**src/verilog/retire_pkg.sv**
```systemverilog
/* shared widths, functional-unit and operation encodings,
   supported CSR addresses and exception causes for the retire subsystem */
`default_nettype none

package retire_pkg;

  // --------------------
  // widths
  // --------------------
  localparam int XLEN       = 32;
  localparam int REG_ADDR_W = 5;
  localparam int CSR_ADDR_W = 12;
  // also the width of the fp flag vector carried in ex_cause
  localparam int CAUSE_W    = 5;

  // queue sizing, depth kept a power of two so pointers wrap on their own
  localparam int QUEUE_DEPTH = 4;
  localparam int QUEUE_PTR_W = $clog2(QUEUE_DEPTH);
  localparam int QUEUE_CNT_W = $clog2(QUEUE_DEPTH + 1);

  // --------------------
  // encodings
  // --------------------
  // functional unit that produced the entry
  typedef enum logic [2:0] {
    FU_ALU   = 3'd0,
    FU_LOAD  = 3'd1,
    FU_STORE = 3'd2,
    FU_CSR   = 3'd3,
    FU_FPU   = 3'd4,
    FU_FENCE = 3'd5
  } fu_t;

  // operation, only csr and fence entries look at it
  typedef enum logic [1:0] {
    OP_NONE  = 2'd0,
    OP_CSRRW = 2'd1,
    OP_CSRRS = 2'd2,
    OP_FENCE = 2'd3
  } op_t;

  // csr map
  localparam logic [CSR_ADDR_W-1:0] CSR_FFLAGS   = 12'h001;
  localparam logic [CSR_ADDR_W-1:0] CSR_MSCRATCH = 12'h340;
  localparam logic [CSR_ADDR_W-1:0] CSR_MEPC     = 12'h341;
  localparam logic [CSR_ADDR_W-1:0] CSR_MCAUSE   = 12'h342;

  // exception causes raised inside the subsystem
  localparam logic [CAUSE_W-1:0] CAUSE_ILLEGAL_INSTR = 5'd2;

endpackage

`default_nettype wire

```
**src/verilog/instr_queue.sv**
```systemverilog
/* in-order instruction queue with a four-phase req/ack intake,
   presents the oldest entry to the commit stage */
`timescale 1ns/1ps
`default_nettype none

module instr_queue import retire_pkg::*; (
  input  logic                  clk_i,
  input  logic                  rst_n_i,
  input  logic                  in_req_i,
  input  logic [XLEN-1:0]       in_pc_i,
  input  fu_t                   in_fu_i,
  input  op_t                   in_op_i,
  input  logic [REG_ADDR_W-1:0] in_rd_i,
  input  logic [XLEN-1:0]       in_result_i,
  input  logic [CSR_ADDR_W-1:0] in_csr_addr_i,
  input  logic                  in_ex_valid_i,
  input  logic [CAUSE_W-1:0]    in_ex_cause_i,
  input  logic                  commit_ack_i,
  input  logic                  flush_i,
  output logic                  in_ack_o,
  output logic                  head_valid_o,
  output logic [XLEN-1:0]       head_pc_o,
  output fu_t                   head_fu_o,
  output op_t                   head_op_o,
  output logic [REG_ADDR_W-1:0] head_rd_o,
  output logic [XLEN-1:0]       head_result_o,
  output logic [CSR_ADDR_W-1:0] head_csr_addr_o,
  output logic                  head_ex_valid_o,
  output logic [CAUSE_W-1:0]    head_ex_cause_o
);

  typedef enum logic {IN_IDLE, IN_ACK} in_state_t;

  in_state_t              in_state_q;
  logic [QUEUE_PTR_W-1:0] rd_ptr_q;
  logic [QUEUE_PTR_W-1:0] wr_ptr_q;
  logic [QUEUE_CNT_W-1:0] count_q;
  logic                   push;
  logic                   pop;

  // entry storage, one array per field
  logic [XLEN-1:0]       pc_mem     [QUEUE_DEPTH];
  fu_t                   fu_mem     [QUEUE_DEPTH];
  op_t                   op_mem     [QUEUE_DEPTH];
  logic [REG_ADDR_W-1:0] rd_mem     [QUEUE_DEPTH];
  logic [XLEN-1:0]       result_mem [QUEUE_DEPTH];
  logic [CSR_ADDR_W-1:0] csr_mem    [QUEUE_DEPTH];
  logic                  exv_mem    [QUEUE_DEPTH];
  logic [CAUSE_W-1:0]    exc_mem    [QUEUE_DEPTH];

  // --------------------
  // intake handshake
  // --------------------
  // one write per handshake, a flush cycle defers the capture by one cycle
  assign push     = (in_state_q == IN_IDLE) && in_req_i && !flush_i &&
                    (count_q != QUEUE_CNT_W'(QUEUE_DEPTH));
  assign pop      = commit_ack_i;
  assign in_ack_o = (in_state_q == IN_ACK);

  always_ff @(posedge clk_i or negedge rst_n_i) begin
    if (!rst_n_i) begin
      in_state_q <= IN_IDLE;
    end else if (push) begin
      in_state_q <= IN_ACK;
    end else if (in_ack_o && !in_req_i) begin
      // producer released, ack drops and the next request may start
      in_state_q <= IN_IDLE;
    end
  end

  always_ff @(posedge clk_i) begin
    if (push) begin
      pc_mem[wr_ptr_q]     <= in_pc_i;
      fu_mem[wr_ptr_q]     <= in_fu_i;
      op_mem[wr_ptr_q]     <= in_op_i;
      rd_mem[wr_ptr_q]     <= in_rd_i;
      result_mem[wr_ptr_q] <= in_result_i;
      csr_mem[wr_ptr_q]    <= in_csr_addr_i;
      exv_mem[wr_ptr_q]    <= in_ex_valid_i;
      exc_mem[wr_ptr_q]    <= in_ex_cause_i;
    end
  end

  // --------------------
  // pointers and count
  // --------------------
  always_ff @(posedge clk_i or negedge rst_n_i) begin
    if (!rst_n_i) begin
      rd_ptr_q <= '0;
      wr_ptr_q <= '0;
      count_q  <= '0;
    end else if (flush_i) begin
      // exception taken, drop everything still waiting
      rd_ptr_q <= '0;
      wr_ptr_q <= '0;
      count_q  <= '0;
    end else begin
      if (push) begin
        wr_ptr_q <= wr_ptr_q + 1'b1;
      end
      if (pop) begin
        rd_ptr_q <= rd_ptr_q + 1'b1;
      end
      if (push && !pop) begin
        count_q <= count_q + 1'b1;
      end else if (pop && !push) begin
        count_q <= count_q - 1'b1;
      end
    end
  end

  // head view for the commit stage
  assign head_valid_o    = (count_q != '0);
  assign head_pc_o       = pc_mem[rd_ptr_q];
  assign head_fu_o       = fu_mem[rd_ptr_q];
  assign head_op_o       = op_mem[rd_ptr_q];
  assign head_rd_o       = rd_mem[rd_ptr_q];
  assign head_result_o   = result_mem[rd_ptr_q];
  assign head_csr_addr_o = csr_mem[rd_ptr_q];
  assign head_ex_valid_o = exv_mem[rd_ptr_q];
  assign head_ex_cause_o = exc_mem[rd_ptr_q];

  // commit must only acknowledge an entry that exists
  assert property (@(posedge clk_i) disable iff (!rst_n_i) commit_ack_i |-> count_q != '0)
    else $error("instr_queue: pop while empty");

  // ack only answers a live request
  assert property (@(posedge clk_i) disable iff (!rst_n_i) $rose(in_ack_o) |-> in_req_i)
    else $error("instr_queue: in_ack_o rose without in_req_i");

endmodule

`default_nettype wire

```
**src/verilog/commit_stage.sv**
```systemverilog
/* single-port commit stage, retires the queue head into the register write port,
   store port and CSR file, and selects and reports exceptions */
`timescale 1ns/1ps
`default_nettype none

module commit_stage import retire_pkg::*; (
  input  logic                  clk_i,
  input  logic                  rst_n_i,
  input  logic                  halt_i,
  input  logic                  head_valid_i,
  input  logic [XLEN-1:0]       head_pc_i,
  input  fu_t                   head_fu_i,
  input  op_t                   head_op_i,
  input  logic [REG_ADDR_W-1:0] head_rd_i,
  input  logic [XLEN-1:0]       head_result_i,
  input  logic [CSR_ADDR_W-1:0] head_csr_addr_i,
  input  logic                  head_ex_valid_i,
  input  logic [CAUSE_W-1:0]    head_ex_cause_i,
  input  logic [XLEN-1:0]       csr_rdata_i,
  input  logic                  csr_exception_i,
  input  logic                  st_ready_i,
  input  logic                  no_st_pending_i,
  output logic                  commit_ack_o,
  output logic                  flush_o,
  output logic                  rf_we_o,
  output logic [REG_ADDR_W-1:0] rf_waddr_o,
  output logic [XLEN-1:0]       rf_wdata_o,
  output op_t                   csr_op_o,
  output logic [CSR_ADDR_W-1:0] csr_addr_o,
  output logic [XLEN-1:0]       csr_wdata_o,
  output logic                  csr_commit_o,
  output logic                  fflags_we_o,
  output logic [CAUSE_W-1:0]    fflags_wdata_o,
  output logic                  trap_we_o,
  output logic [XLEN-1:0]       trap_pc_o,
  output logic [CAUSE_W-1:0]    trap_cause_o,
  output logic                  commit_st_o,
  output logic [XLEN-1:0]       st_data_o,
  output logic                  fence_o,
  output logic                  exc_valid_o,
  output logic [CAUSE_W-1:0]    exc_cause_o,
  output logic [XLEN-1:0]       exc_tval_o
);

  logic is_csr;
  logic rd_nz;
  logic retire_ok;

  assign is_csr = (head_fu_i == FU_CSR);
  // x0 is hardwired, never written
  assign rd_nz  = (head_rd_i != '0);

  // csr access is presented straight from the head, the csr file answers in the same cycle
  assign csr_op_o    = (head_valid_i && is_csr) ? head_op_i : OP_NONE;
  assign csr_addr_o  = head_csr_addr_i;
  assign csr_wdata_o = head_result_i;

  // payload paths that need no decision
  assign rf_waddr_o     = head_rd_i;
  assign st_data_o      = head_result_i;
  assign fflags_wdata_o = head_ex_cause_i;

  // --------------------
  // exception selection
  // --------------------
  // an exception already carried by the entry wins over the csr one
  // halt masks every exception
  assign exc_valid_o = head_valid_i && !halt_i && (head_ex_valid_i || (is_csr && csr_exception_i));
  assign exc_cause_o = head_ex_valid_i ? head_ex_cause_i : CAUSE_ILLEGAL_INSTR;
  assign exc_tval_o  = head_pc_i;

  // trap record into mepc/mcause, then drop the queue instead of popping
  assign trap_we_o    = exc_valid_o;
  assign trap_pc_o    = head_pc_i;
  assign trap_cause_o = exc_cause_o;
  assign flush_o      = exc_valid_o;

  assign retire_ok = head_valid_i && !halt_i && !exc_valid_o;

  // --------------------
  // retire decision
  // --------------------
  always_comb begin
    commit_ack_o = 1'b0;
    rf_we_o      = 1'b0;
    rf_wdata_o   = head_result_i;
    csr_commit_o = 1'b0;
    fflags_we_o  = 1'b0;
    commit_st_o  = 1'b0;
    fence_o      = 1'b0;
    if (retire_ok) begin
      case (head_fu_i)
        FU_ALU, FU_LOAD: begin
          commit_ack_o = 1'b1;
          rf_we_o      = rd_nz;
        end
        FU_FPU: begin
          // accrue the flags along with the result write
          commit_ack_o = 1'b1;
          rf_we_o      = rd_nz;
          fflags_we_o  = 1'b1;
        end
        FU_STORE: begin
          // stall the head while the store buffer is still busy
          commit_ack_o = st_ready_i;
          commit_st_o  = st_ready_i;
        end
        FU_CSR: begin
          // rd gets the old csr value
          commit_ack_o = 1'b1;
          csr_commit_o = 1'b1;
          rf_we_o      = rd_nz;
          rf_wdata_o   = csr_rdata_i;
        end
        FU_FENCE: begin
          // drain outstanding stores first
          commit_ack_o = no_st_pending_i;
          fence_o      = no_st_pending_i;
        end
        default: begin
          commit_ack_o = 1'b0;
        end
      endcase
    end
  end

  // a head is either popped or flushed, never both
  assert property (@(posedge clk_i) disable iff (!rst_n_i) !(commit_ack_o && flush_o))
    else $error("commit_stage: commit_ack_o and flush_o together");

endmodule

`default_nettype wire

```
**src/verilog/csr_file.sv**
```systemverilog
/* fflags, mscratch, mepc and mcause registers with combinational read,
   illegal-address detection, flag accrual and trap recording */
`timescale 1ns/1ps
`default_nettype none

module csr_file import retire_pkg::*; (
  input  logic                  clk_i,
  input  logic                  rst_n_i,
  input  op_t                   csr_op_i,
  input  logic [CSR_ADDR_W-1:0] csr_addr_i,
  input  logic [XLEN-1:0]       csr_wdata_i,
  input  logic                  csr_commit_i,
  input  logic                  fflags_we_i,
  input  logic [CAUSE_W-1:0]    fflags_wdata_i,
  input  logic                  trap_we_i,
  input  logic [XLEN-1:0]       trap_pc_i,
  input  logic [CAUSE_W-1:0]    trap_cause_i,
  output logic [XLEN-1:0]       csr_rdata_o,
  output logic                  csr_exception_o
);

  logic [CAUSE_W-1:0] fflags_q;
  logic [XLEN-1:0]    mscratch_q;
  logic [XLEN-1:0]    mepc_q;
  logic [CAUSE_W-1:0] mcause_q;
  logic               addr_ok;
  logic [XLEN-1:0]    new_val;

  // read mux, unknown addresses read zero
  always_comb begin
    addr_ok     = 1'b1;
    csr_rdata_o = '0;
    case (csr_addr_i)
      CSR_FFLAGS:   csr_rdata_o = XLEN'(fflags_q);
      CSR_MSCRATCH: csr_rdata_o = mscratch_q;
      CSR_MEPC:     csr_rdata_o = mepc_q;
      CSR_MCAUSE:   csr_rdata_o = XLEN'(mcause_q);
      default:      addr_ok     = 1'b0;
    endcase
  end

  // only an actual access can fault
  assign csr_exception_o = (csr_op_i != OP_NONE) && !addr_ok;

  // csrrw replaces, csrrs sets bits
  assign new_val = (csr_op_i == OP_CSRRS) ? (csr_rdata_o | csr_wdata_i) : csr_wdata_i;

  always_ff @(posedge clk_i or negedge rst_n_i) begin
    if (!rst_n_i) begin
      fflags_q   <= '0;
      mscratch_q <= '0;
      mepc_q     <= '0;
      mcause_q   <= '0;
    end else begin
      if (fflags_we_i) begin
        // fp flags are sticky
        fflags_q <= fflags_q | fflags_wdata_i;
      end else if (csr_commit_i && csr_addr_i == CSR_FFLAGS) begin
        fflags_q <= new_val[CAUSE_W-1:0];
      end
      if (csr_commit_i && csr_addr_i == CSR_MSCRATCH) begin
        mscratch_q <= new_val;
      end
      if (trap_we_i) begin
        mepc_q   <= trap_pc_i;
        mcause_q <= trap_cause_i;
      end else if (csr_commit_i && csr_addr_i == CSR_MEPC) begin
        mepc_q <= new_val;
      end else if (csr_commit_i && csr_addr_i == CSR_MCAUSE) begin
        mcause_q <= new_val[CAUSE_W-1:0];
      end
    end
  end

endmodule

`default_nettype wire

```
**src/verilog/store_commit_port.sv**
```systemverilog
/* one-entry store buffer driving a four-phase req/ack master to memory */
`timescale 1ns/1ps
`default_nettype none

module store_commit_port import retire_pkg::*; (
  input  logic            clk_i,
  input  logic            rst_n_i,
  input  logic            commit_st_i,
  input  logic [XLEN-1:0] st_data_i,
  input  logic            st_ack_i,
  output logic            st_ready_o,
  output logic            no_st_pending_o,
  output logic            st_req_o,
  output logic [XLEN-1:0] st_data_o
);

  typedef enum logic [1:0] {ST_IDLE, ST_REQ, ST_RELEASE} st_state_t;

  st_state_t       state_q;
  logic [XLEN-1:0] data_q;

  always_ff @(posedge clk_i or negedge rst_n_i) begin
    if (!rst_n_i) begin
      state_q <= ST_IDLE;
    end else begin
      case (state_q)
        ST_IDLE: if (commit_st_i) state_q <= ST_REQ;
        // memory took the data
        ST_REQ: if (st_ack_i) state_q <= ST_RELEASE;
        // wait for ack low before the next store
        ST_RELEASE: if (!st_ack_i) state_q <= ST_IDLE;
        default: state_q <= ST_IDLE;
      endcase
    end
  end

  // buffered store data, held for the whole handshake
  always_ff @(posedge clk_i) begin
    if (commit_st_i) begin
      data_q <= st_data_i;
    end
  end

  assign st_req_o        = (state_q == ST_REQ);
  assign st_data_o       = data_q;
  assign st_ready_o      = (state_q == ST_IDLE);
  assign no_st_pending_o = (state_q == ST_IDLE);

  // commit stage must respect st_ready_o
  assert property (@(posedge clk_i) disable iff (!rst_n_i) commit_st_i |-> state_q == ST_IDLE)
    else $error("store_commit_port: store committed while busy");

endmodule

`default_nettype wire

```
**src/verilog/retire_unit.sv**
```systemverilog
/* retire subsystem top, instruction queue, commit stage, CSR file and store port */
`timescale 1ns/1ps
`default_nettype none

module retire_unit import retire_pkg::*; (
  input  logic                  clk_i,
  input  logic                  rst_n_i,
  input  logic                  halt_i,
  input  logic                  in_req_i,
  input  logic [XLEN-1:0]       in_pc_i,
  input  fu_t                   in_fu_i,
  input  op_t                   in_op_i,
  input  logic [REG_ADDR_W-1:0] in_rd_i,
  input  logic [XLEN-1:0]       in_result_i,
  input  logic [CSR_ADDR_W-1:0] in_csr_addr_i,
  input  logic                  in_ex_valid_i,
  input  logic [CAUSE_W-1:0]    in_ex_cause_i,
  input  logic                  st_ack_i,
  output logic                  in_ack_o,
  output logic                  rf_we_o,
  output logic [REG_ADDR_W-1:0] rf_waddr_o,
  output logic [XLEN-1:0]       rf_wdata_o,
  output logic                  fence_o,
  output logic                  exc_valid_o,
  output logic [CAUSE_W-1:0]    exc_cause_o,
  output logic [XLEN-1:0]       exc_tval_o,
  output logic                  st_req_o,
  output logic [XLEN-1:0]       st_data_o
);

  // --------------------
  // queue head
  // --------------------
  logic                  head_valid;
  logic [XLEN-1:0]       head_pc;
  fu_t                   head_fu;
  op_t                   head_op;
  logic [REG_ADDR_W-1:0] head_rd;
  logic [XLEN-1:0]       head_result;
  logic [CSR_ADDR_W-1:0] head_csr_addr;
  logic                  head_ex_valid;
  logic [CAUSE_W-1:0]    head_ex_cause;
  logic                  commit_ack;
  logic                  flush;

  // csr side
  op_t                   csr_op;
  logic [CSR_ADDR_W-1:0] csr_addr;
  logic [XLEN-1:0]       csr_wdata;
  logic                  csr_commit;
  logic [XLEN-1:0]       csr_rdata;
  logic                  csr_exception;
  logic                  fflags_we;
  logic [CAUSE_W-1:0]    fflags_wdata;
  logic                  trap_we;
  logic [XLEN-1:0]       trap_pc;
  logic [CAUSE_W-1:0]    trap_cause;

  // store side
  logic                  commit_st;
  logic [XLEN-1:0]       commit_st_data;
  logic                  st_ready;
  logic                  no_st_pending;

  instr_queue u_instr_queue (
    .clk_i           (clk_i),
    .rst_n_i         (rst_n_i),
    .in_req_i        (in_req_i),
    .in_pc_i         (in_pc_i),
    .in_fu_i         (in_fu_i),
    .in_op_i         (in_op_i),
    .in_rd_i         (in_rd_i),
    .in_result_i     (in_result_i),
    .in_csr_addr_i   (in_csr_addr_i),
    .in_ex_valid_i   (in_ex_valid_i),
    .in_ex_cause_i   (in_ex_cause_i),
    .commit_ack_i    (commit_ack),
    .flush_i         (flush),
    .in_ack_o        (in_ack_o),
    .head_valid_o    (head_valid),
    .head_pc_o       (head_pc),
    .head_fu_o       (head_fu),
    .head_op_o       (head_op),
    .head_rd_o       (head_rd),
    .head_result_o   (head_result),
    .head_csr_addr_o (head_csr_addr),
    .head_ex_valid_o (head_ex_valid),
    .head_ex_cause_o (head_ex_cause)
  );

  commit_stage u_commit_stage (
    .clk_i           (clk_i),
    .rst_n_i         (rst_n_i),
    .halt_i          (halt_i),
    .head_valid_i    (head_valid),
    .head_pc_i       (head_pc),
    .head_fu_i       (head_fu),
    .head_op_i       (head_op),
    .head_rd_i       (head_rd),
    .head_result_i   (head_result),
    .head_csr_addr_i (head_csr_addr),
    .head_ex_valid_i (head_ex_valid),
    .head_ex_cause_i (head_ex_cause),
    .csr_rdata_i     (csr_rdata),
    .csr_exception_i (csr_exception),
    .st_ready_i      (st_ready),
    .no_st_pending_i (no_st_pending),
    .commit_ack_o    (commit_ack),
    .flush_o         (flush),
    .rf_we_o         (rf_we_o),
    .rf_waddr_o      (rf_waddr_o),
    .rf_wdata_o      (rf_wdata_o),
    .csr_op_o        (csr_op),
    .csr_addr_o      (csr_addr),
    .csr_wdata_o     (csr_wdata),
    .csr_commit_o    (csr_commit),
    .fflags_we_o     (fflags_we),
    .fflags_wdata_o  (fflags_wdata),
    .trap_we_o       (trap_we),
    .trap_pc_o       (trap_pc),
    .trap_cause_o    (trap_cause),
    .commit_st_o     (commit_st),
    .st_data_o       (commit_st_data),
    .fence_o         (fence_o),
    .exc_valid_o     (exc_valid_o),
    .exc_cause_o     (exc_cause_o),
    .exc_tval_o      (exc_tval_o)
  );

  csr_file u_csr_file (
    .clk_i           (clk_i),
    .rst_n_i         (rst_n_i),
    .csr_op_i        (csr_op),
    .csr_addr_i      (csr_addr),
    .csr_wdata_i     (csr_wdata),
    .csr_commit_i    (csr_commit),
    .fflags_we_i     (fflags_we),
    .fflags_wdata_i  (fflags_wdata),
    .trap_we_i       (trap_we),
    .trap_pc_i       (trap_pc),
    .trap_cause_i    (trap_cause),
    .csr_rdata_o     (csr_rdata),
    .csr_exception_o (csr_exception)
  );

  store_commit_port u_store_commit_port (
    .clk_i           (clk_i),
    .rst_n_i         (rst_n_i),
    .commit_st_i     (commit_st),
    .st_data_i       (commit_st_data),
    .st_ack_i        (st_ack_i),
    .st_ready_o      (st_ready),
    .no_st_pending_o (no_st_pending),
    .st_req_o        (st_req_o),
    .st_data_o       (st_data_o)
  );

endmodule

`default_nettype wire

```
**config.mk**
```make
export PLATFORM = sky130hd
export DESIGN_NAME = retire_unit
export DESIGN_NICKNAME = d
export VERILOG_FILES = /design/src/verilog/retire_pkg.sv /design/src/verilog/instr_queue.sv /design/src/verilog/commit_stage.sv /design/src/verilog/csr_file.sv /design/src/verilog/store_commit_port.sv /design/src/verilog/retire_unit.sv
export SDC_FILE = /design/constraint.sdc
export NUM_CORES = 1
export LEC_CHECK = 0
export BUFFER_PORTS_ARGS = -buffer_cell sky130_fd_sc_hd__buf_2
export CELL_PAD_IN_SITES_DETAIL_PLACEMENT = 1
export CELL_PAD_IN_SITES_GLOBAL_PLACEMENT = 2
export CORE_MARGIN = 1
export CORE_UTILIZATION = 45
export CTS_BUF_LIST = sky130_fd_sc_hd__clkbuf_2
export CTS_CLUSTER_SIZE = 25
export DETAILED_ROUTE_END_ITERATION = 10
export PLACE_DENSITY = 0.87
export SYNTH_ARGS = -nofsm -noshare
export SYNTH_HDL_FRONTEND = slang
export SYNTH_SLANG_ARGS = --single-unit
```
**constraint.sdc**
```tcl
create_clock -name clk_i -period 8.4 [get_ports clk_i]
set_clock_uncertainty 0.2 [all_clocks]
set_input_delay 0.84 -clock clk_i [delete_from_list [all_inputs] [get_ports clk_i]]
set_output_delay 0.84 -clock clk_i [all_outputs]
set_load 0.01 [all_outputs]
```
==> results.py, run 1 <==
metrics = {
    "power": {
        "leakage_uw": 0.008285,
        "p_sw_uw": 2449,
        "internal_power_uw": 4555,
        "power_uw": 7004,
        "seqPwrFrac": 0.466,
        "swShare": 0.3497,
        "clockPowerShare": 0.229,
        "p_comb_frac": 0.305,
        "vdd_drop_max_mv": 0.1292,
        "power_density_nw_per_um2": 305.1,
    },
    "timing": {
        "tightest_slew_ns": 1.274,
        "slew_violations": 0,
        "hold_viol": 0,
        "layout_setup_ws_ns": 2.316,
        "slew_headroom": 0.1510,
        "period_minus_slack_ns": 6.084,
        "rsz0062_at_grt": "false",
        "setup_viol": 0,
        "fmax_mhz": 164.4,
        "finalCritPeriodShare": 0.7243,
        "tns_ns": 0,
    },
    "routing": {
        "vias": 11700,
        "drt_iter0_markers": 770,
        "drt_first_pass_iters": 5,
        "wl_per_cell_um": 25.01,
        "vias_per_cell": 5.577,
        "wl_um": 52480,
        "ant_nets": 0,
        "drt_drc_violations_left": 0,
    },
    "grt": {
        "grt_usage": 0.2455,
        "antenna_found_initial": 2,
        "grt_pass1_wl_um": 78720,
        "grt_overflow": 0,
        "grt_max_degree": 73,
        "grt_pass1_vias": 12835,
    },
    "die": {
        "rows": 75,
        "start_util": 0.4569,
        "io_pins": 208,
        "die_h_um": 208.6,
        "die_w_um": 208.6,
        "die_area_um2": 43520,
        "core_um2": 42040,
    },
    "yosys": {
        "async_flop_share": 0.1736,
        "synth_edf_count": 400,
        "synth-main-ff-cell": "edfxtp_1",
        "syn_avg_cell_area_um2": 18.02,
        "yosys_warnings": 0,
        "yosys_register_bits": 484,
        "netlist_area_um2": 19210,
        "ys_seq_area_frac": 0.7347,
        "syn_nets": 1169,
        "synthCells": 1066,
        "synth_cell_type_count": 60,
    },
    "cts": {
        "clock-sinks": 484,
        "numCtsBuffers": 118,
        "cts_max_level": 3,
        "clk_pin_slew_ns": 0.10,
        "cts_tree": "yes",
        "cts_root_buf": "clkbuf_2",
        "clock_latency_ns": 1.16,
        "cts-resized-gates": 0,
        "clockBufferDepth": 3,
    },
    "cells_and_area": {
        "nets": 1555,
        "drive_above_1_share": 0.3376,
        "multiInputGateArea_um2": 4813,
        "fin_cells": 2098,
        "nFillCells": 4095,
        "seq_area_um2": 14120,
        "area_delta_synth_final_pct": 19.49,
    },
    "worst_setup_path": {
        "slowest_stage": "dfrtp_4",
        "path_cells": "buf_4 > mux4_2 > nand2_1 > o31a_1 > nand2b_2 > buf_4 > mux2_1 > buf_2",
        "critPathKind": "flop to output port",
        "critPathRequiredTime_ns": 7.36,
        "endpoint_kind": "output port",
        "start_kind": "flop",
        "path_common_cell": "buf_4",
        "cpPeakStageDelay_ns": 0.82,
        "crit_arrival_ns": 5.04,
        "crit_fanout": 33,
    },
    "placement": {
        "gp_routability_congestion": 0.8070,
        "numPortBuffers": 207,
        "post-place-ws_ns": 2.800,
        "dp.cells": 1773,
        "hpwl_um": 31830,
    },
    "hold_path": {
        "hp-class": "input pin to flop",
    },
    "run": {
        "cap_violations": 0,
    },
    "status": {
        "outcome": "finished, final reports clean",
    },
}
synth_stat cells (24+ instances only):
library cell	count	share of area
a21oi_1	46	0.012
a22o_1	27	0.012
a31oi_1	28	0.0091
clkbuf_1	24	0.0047
dfrtp_1	84	0.11
edfxtp_1	400	0.63
mux2_1	33	0.019
mux2i_1	36	0.019
mux4_2	87	0.10
nand2_1	72	0.014
nor2_1	53	0.010
o21ai_1	31	0.0081
cell type report:
cell class | count | share of cell area
Clock inverter | 39 | 0.009049
Timing Repair Buffer | 322 | 0.09398
Inverter | 13 | 0.002126
Antenna cell | 4 | 0.0004361
Sequential cell | 484 | 0.6152
Clock buffer | 184 | 0.04012
Multi-Input combinational cell | 513 | 0.2097
Tap cell | 539 | 0.02938
metrics by stage:
step	cell area, um2	utilization	hold slack [ns]
2_1_floorplan	19210	-	0.2507
3_3_place_gp	20820	0.4953	0.2654
3_5_place_dp	20820	0.4953	0.2808
4_1_cts	22940	0.5457	0.1589
5_1_grt	22950	0.5459	0.2032
6_report	22950	0.5460	0.2622
critical path, delay by kind of cell, from the launching register on:
| family | cells | cell delay [ns] |
|---|---|---|
| flops | 1 | 0.82 |
| buf+inv | 3 | 1.27 |
| mux | 2 | 0.91 |
| compound gates | 1 | 0.28 |
| simple gates | 2 | 0.61 |
path summary, 6_finish.rpt:
path / start / slack [ns] / to / cells after the start
setup / recovery: u_instr_queue.rd_ptr_q[0] / 2.32 / rf_wdata_o[9] / 8
hold / removal: in_pc_i[24] / 0.26 / u_instr_queue.pc_mem[0][24] / 2
hold reg to reg: u_csr_file.mscratch_q[15] / 0.30 / u_csr_file.mscratch_q[15] / 2
min in group asynchronous: rst_n_i / 0.52 / u_csr_file.mcause_q[2] / 3
setup reg to reg: u_instr_queue.rd_ptr_q[0] / 2.79 / u_instr_queue.result_mem[0][2] / 8
max in group asynchronous: rst_n_i / 6.35 / u_instr_queue.rd_ptr_q[0] / 4
power by group through the flow:
stage          Sequential (uW)  Clock [uW]  Combinational (uW)
2_1_floorplan             3200           0                1410
3_3_place_gp              3290           0                2050
3_5_place_dp              3310           0                2100
4_1_cts                   3260        1640                2150
5_1_grt                   3300        1750                2300
6_report                  3260        1600                2140
cells in the final DEF (no fill, tap or decap), drive strengths merged, types with 3 or more instances in the layout:
master	Yosys	routed
nor4	5	5
xnor2	3	3
nand2	72	72
a211oi	10	10
o21ai	38	38
a21o	5	5
nor3	7	7
o22a	4	4
nor2	54	54
nand3b	3	3
clkinv	1	34
mux4	87	87
buf	31	225
dlygate4sd3	0	97
a22oi	5	5
or3	4	4
edfxtp	400	400
diode	0	4
nand2b	4	4
o32ai	6	6
mux2	33	33
nand3	3	3
or2	3	3
and3	5	5
ha	5	5
inv	12	14
a21oi	46	46
clkbuf	25	184
dfrtp	84	84
a31oi	28	28
mux2i	36	36
a22o	27	27
logic make-up (layout without fill, tap and decap cells):
logic type / Yosys count / after routing / synth area share
mux: 156 / 156 / 0.1401
simple gates: 171 / 171 / 0.04227
xor+xnor: 4 / 4 / 0.001824
compound gates: 176 / 176 / 0.05901
other cells: 0 / 4 / 0
buf+inv: 69 / 558 / 0.01778
flops: 484 / 484 / 0.7347
fa+ha+maj: 6 / 6 / 0.004299
sequential cells by signal, summed over array words and instances (netlist names), 12 cells and up:
register / count
u_csr_file.mepc_q: 32
u_csr_file.mscratch_q: 32
u_instr_queue.csr_mem: 48
u_instr_queue.exc_mem: 20
u_instr_queue.fu_mem: 12
u_instr_queue.pc_mem: 128
u_instr_queue.rd_mem: 20
u_instr_queue.result_mem: 128
u_store_commit_port.st_data_o: 32
timing repair:
action | CTS | global route
setup buffers | 0 | 0
endpoints found under the hold margin | 406 | 0
setup endpoints to repair | 0 | 0
hold buffers | 98 | 0
routing by layer:
| metal | GRT usage | up-vias | wire [um] |
|---|---|---|---|
| li1 | - | 5112 | - |
| met1 | 0.3133 | 6090 | 21820 |
| met2 | 0.4129 | 406 | 26620 |
| met3 | 0.04734 | 92 | 2586 |
| met4 | 0.1045 | 0 | 1454 |
| met5 | 0 | - | 0 |
No activity file was read; power rests on OpenSTA's default activity.
==> run 2: changes to the inputs <==
Settings changed: CORE_UTILIZATION 45 to 41, PLACE_DENSITY 0.87 to 0.84.
Clock period 8.4 ns to 5.2 ns, I/O delays scaled along.
==> run 2 against run 1 <==
Against the previous run:
- utilization shrank 1.5 points
- hold slack lost 0.014 ns
- non-clock buffer count grew 113
- first-iteration DRC count grew 7.5%
- global-route usage shrank 1.4 points
- worst setup slack lost 2.2 ns
- combinational power grew 75%
- sequential share of layout area shrank 3.4 points
- via count grew 3.6%
==> results.py, run 2 (same netlist as run 1, synthesis figures left out) <==
metrics = {
    "worst_setup_path": {
        "cp_top_family": "simple AND/OR/NAND/NOR gates",
        "cpPeakStageDelay_ns": 0.99,
        "critPathRequiredTime_ns": 4.48,
        "start_kind": "flop",
        "endpoint_kind": "output port",
        "crit_fanout": 13,
        "crit_arrival_ns": 4.32,
        "r2r_slack_ns": 1.29,
        "slowest_stage": "o32ai_1",
        "path_cells": "buf_8 > or4_1 > nand3_1 > nand4_2 > o32ai_1 > mux2_1 > buf_2",
        "crit_buf_inv": 2,
        "critPathKind": "flop to output port",
    },
    "grt": {
        "grt_overflow": 0,
        "top_usage_layer": "met2",
        "grt_pass1_wl_um": 80940,
        "grtUsageMet1": 0.2882,
        "grt_pass1_vias": 13469,
        "use_met3": 0.04607,
        "met2_usage": 0.3932,
        "grt_max_degree": 65,
        "grt_usage": 0.2311,
        "antenna_found_initial": 4,
    },
    "power": {
        "internal_power_uw": 7504,
        "seqPwrFrac": 0.447,
        "clockPowerShare": 0.230,
        "p_comb_frac": 0.323,
        "power_density_nw_per_um2": 476.8,
        "swShare": 0.3519,
        "leakage_uw": 0.008818,
        "vdd_drop_max_mv": 0.2333,
        "p_sw_uw": 4074,
    },
    "cells_and_area": {
        "multiInputGateArea_um2": 4851,
        "drive_above_1_share": 0.3267,
        "final_common_cell": "edfxtp_1",
        "reg_top3": "u_instr_queue.pc_mem: 128 flops, u_instr_queue.result_mem: 128 flops, u_instr_queue.csr_mem: 48 flops",
        "seq_area_um2": 14120,
        "mostFrequentLayoutCells": "400 x edfxtp_1, 206 x buf_2, 192 x dlygate4sd3_1",
        "nFillCells": 4434,
        "nets": 1671,
        "area_delta_synth_final_pct": 26.41,
    },
    "run": {
        "cap_violations": 0,
    },
    "placement": {
        "hpwl_um": 31190,
        "numPortBuffers": 207,
        "gp_routability_congestion": 0.8680,
    },
    "cts": {
        "numCtsBuffers": 120,
        "clock_latency_ns": 1.17,
        "cts_tree": "yes",
        "cts_root_buf": "clkbuf_2",
        "clockBufferDepth": 3,
        "clk_pin_slew_ns": 0.10,
        "cts_max_level": 3,
        "clock-sinks": 484,
    },
    "routing": {
        "drt_first_pass_iters": 8,
        "wl_um": 53850,
        "drt_drc_violations_left": 0,
        "wl_per_cell_um": 23.70,
        "vias": 12125,
        "ant_nets": 0,
        "vias_per_cell": 5.337,
        "drt_iter0_markers": 828,
    },
    "die": {
        "core_um2": 45770,
        "rows": 78,
        "die_h_um": 218.5,
        "start_util": 0.4197,
        "io_pins": 208,
        "die_area_um2": 47720,
        "die_w_um": 218.5,
    },
    "timing": {
        "fmax_mhz": 198.2,
        "hold_slack_ns": 0.2480,
        "slew_headroom": 0.1123,
        "rsz0062_at_grt": "false",
        "tightest_slew_ns": 1.319,
        "tns_ns": 0,
        "hold_viol": 0,
        "finalCritPeriodShare": 0.9701,
        "period_minus_slack_ns": 5.045,
        "setup_viol": 0,
        "slew_violations": 0,
    },
    "hold_path": {
        "hp-class": "input pin to flop",
    },
    "status": {
        "outcome": "finished, final reports clean",
    },
}
==> run 2: cell count changes in the layout (fill, tap and decap cells not counted), moves of 4 or more <==
cell,delta
clkinv_2,+4
buf_12,+6
dlygate4sd3_1,+95
clkbuf_2,-4
buf_4,+9
==> run 2: path summary, 6_finish.rpt <==
kind,from,endpoint,depth (start not counted)
worst max-delay path,u_instr_queue.rd_ptr_q[0],rf_wdata_o[1],7
worst min-delay path,halt_i,u_instr_queue.rd_ptr_q[0],6
worst max register to register,u_instr_queue.rd_ptr_q[0],u_instr_queue.exc_mem[3][0],7
worst min register to register,u_csr_file.mscratch_q[19],u_csr_file.mscratch_q[19],2
max in group asynchronous,rst_n_i,u_instr_queue.rd_ptr_q[0],4
min in group asynchronous,rst_n_i,u_csr_file.mepc_q[22],4
==> run 2: area by class of cell <==
class                   count  share of cell area
diodes                      4           0.0004122
clock buffers             180             0.03710
clock inverters            42             0.01036
inverters                  13            0.002009
multi-input cells         514              0.1998
flip-flops and latches    484              0.5815
well taps                 600             0.03092
repair buffers            435              0.1379
==> run 2: power by group through the flow <==
stage                     logic [uW]  clock network (uW)  registers (uW)
after floorplan                 2280                   0            5160
after global placement          3490                   0            5230
after detailed placement        3550                   0            5280
after CTS                       3770                2740            5170
after global routing            4010                2930            5230
final                           3740                2660            5180
==> run 2: tightest hold or removal path, cell delays in order <==
cell	delay [ns]
dlygate4sd3_1	0.56
buf_2	0.13
nor2_1	0.11
o31ai_1	0.10
nand2_1	0.05
o21ai_0	0.06
==> run 2: per-stage QoR <==
step / setup WS, ns / power, uW / util / instance area, um2 / instances
floorplan: 0.0002323 / 7444 / - / 19220 / 1066
global placement: 0.7316 / 8719 / 0.4595 / 21030 / 1842
detailed placement: 0.6567 / 8831 / 0.4595 / 21030 / 1842
CTS: 0.05863 / 11680 / 0.5303 / 24270 / 2268
global route: 0.02133 / 12170 / 0.5305 / 24280 / 2272
finish: 0.1554 / 11580 / 0.5305 / 24280 / 2272
==> run 2: repair_timing <==
item	CTS	global route
hold buffers	193	0
endpoints found under the hold margin	566	0
buffers inserted	10	0
resized for setup	5	0
endpoints found under the setup margin	33	0
==> run 2: routing by layer <==
layer  vias up  routed length, um  share of wire
met2       379              27400           0.51
met4         0               1353          0.025
met1      6312              22330           0.41
met5         -                  0              0
met3        90               2769          0.051
li1       5344                  -              -
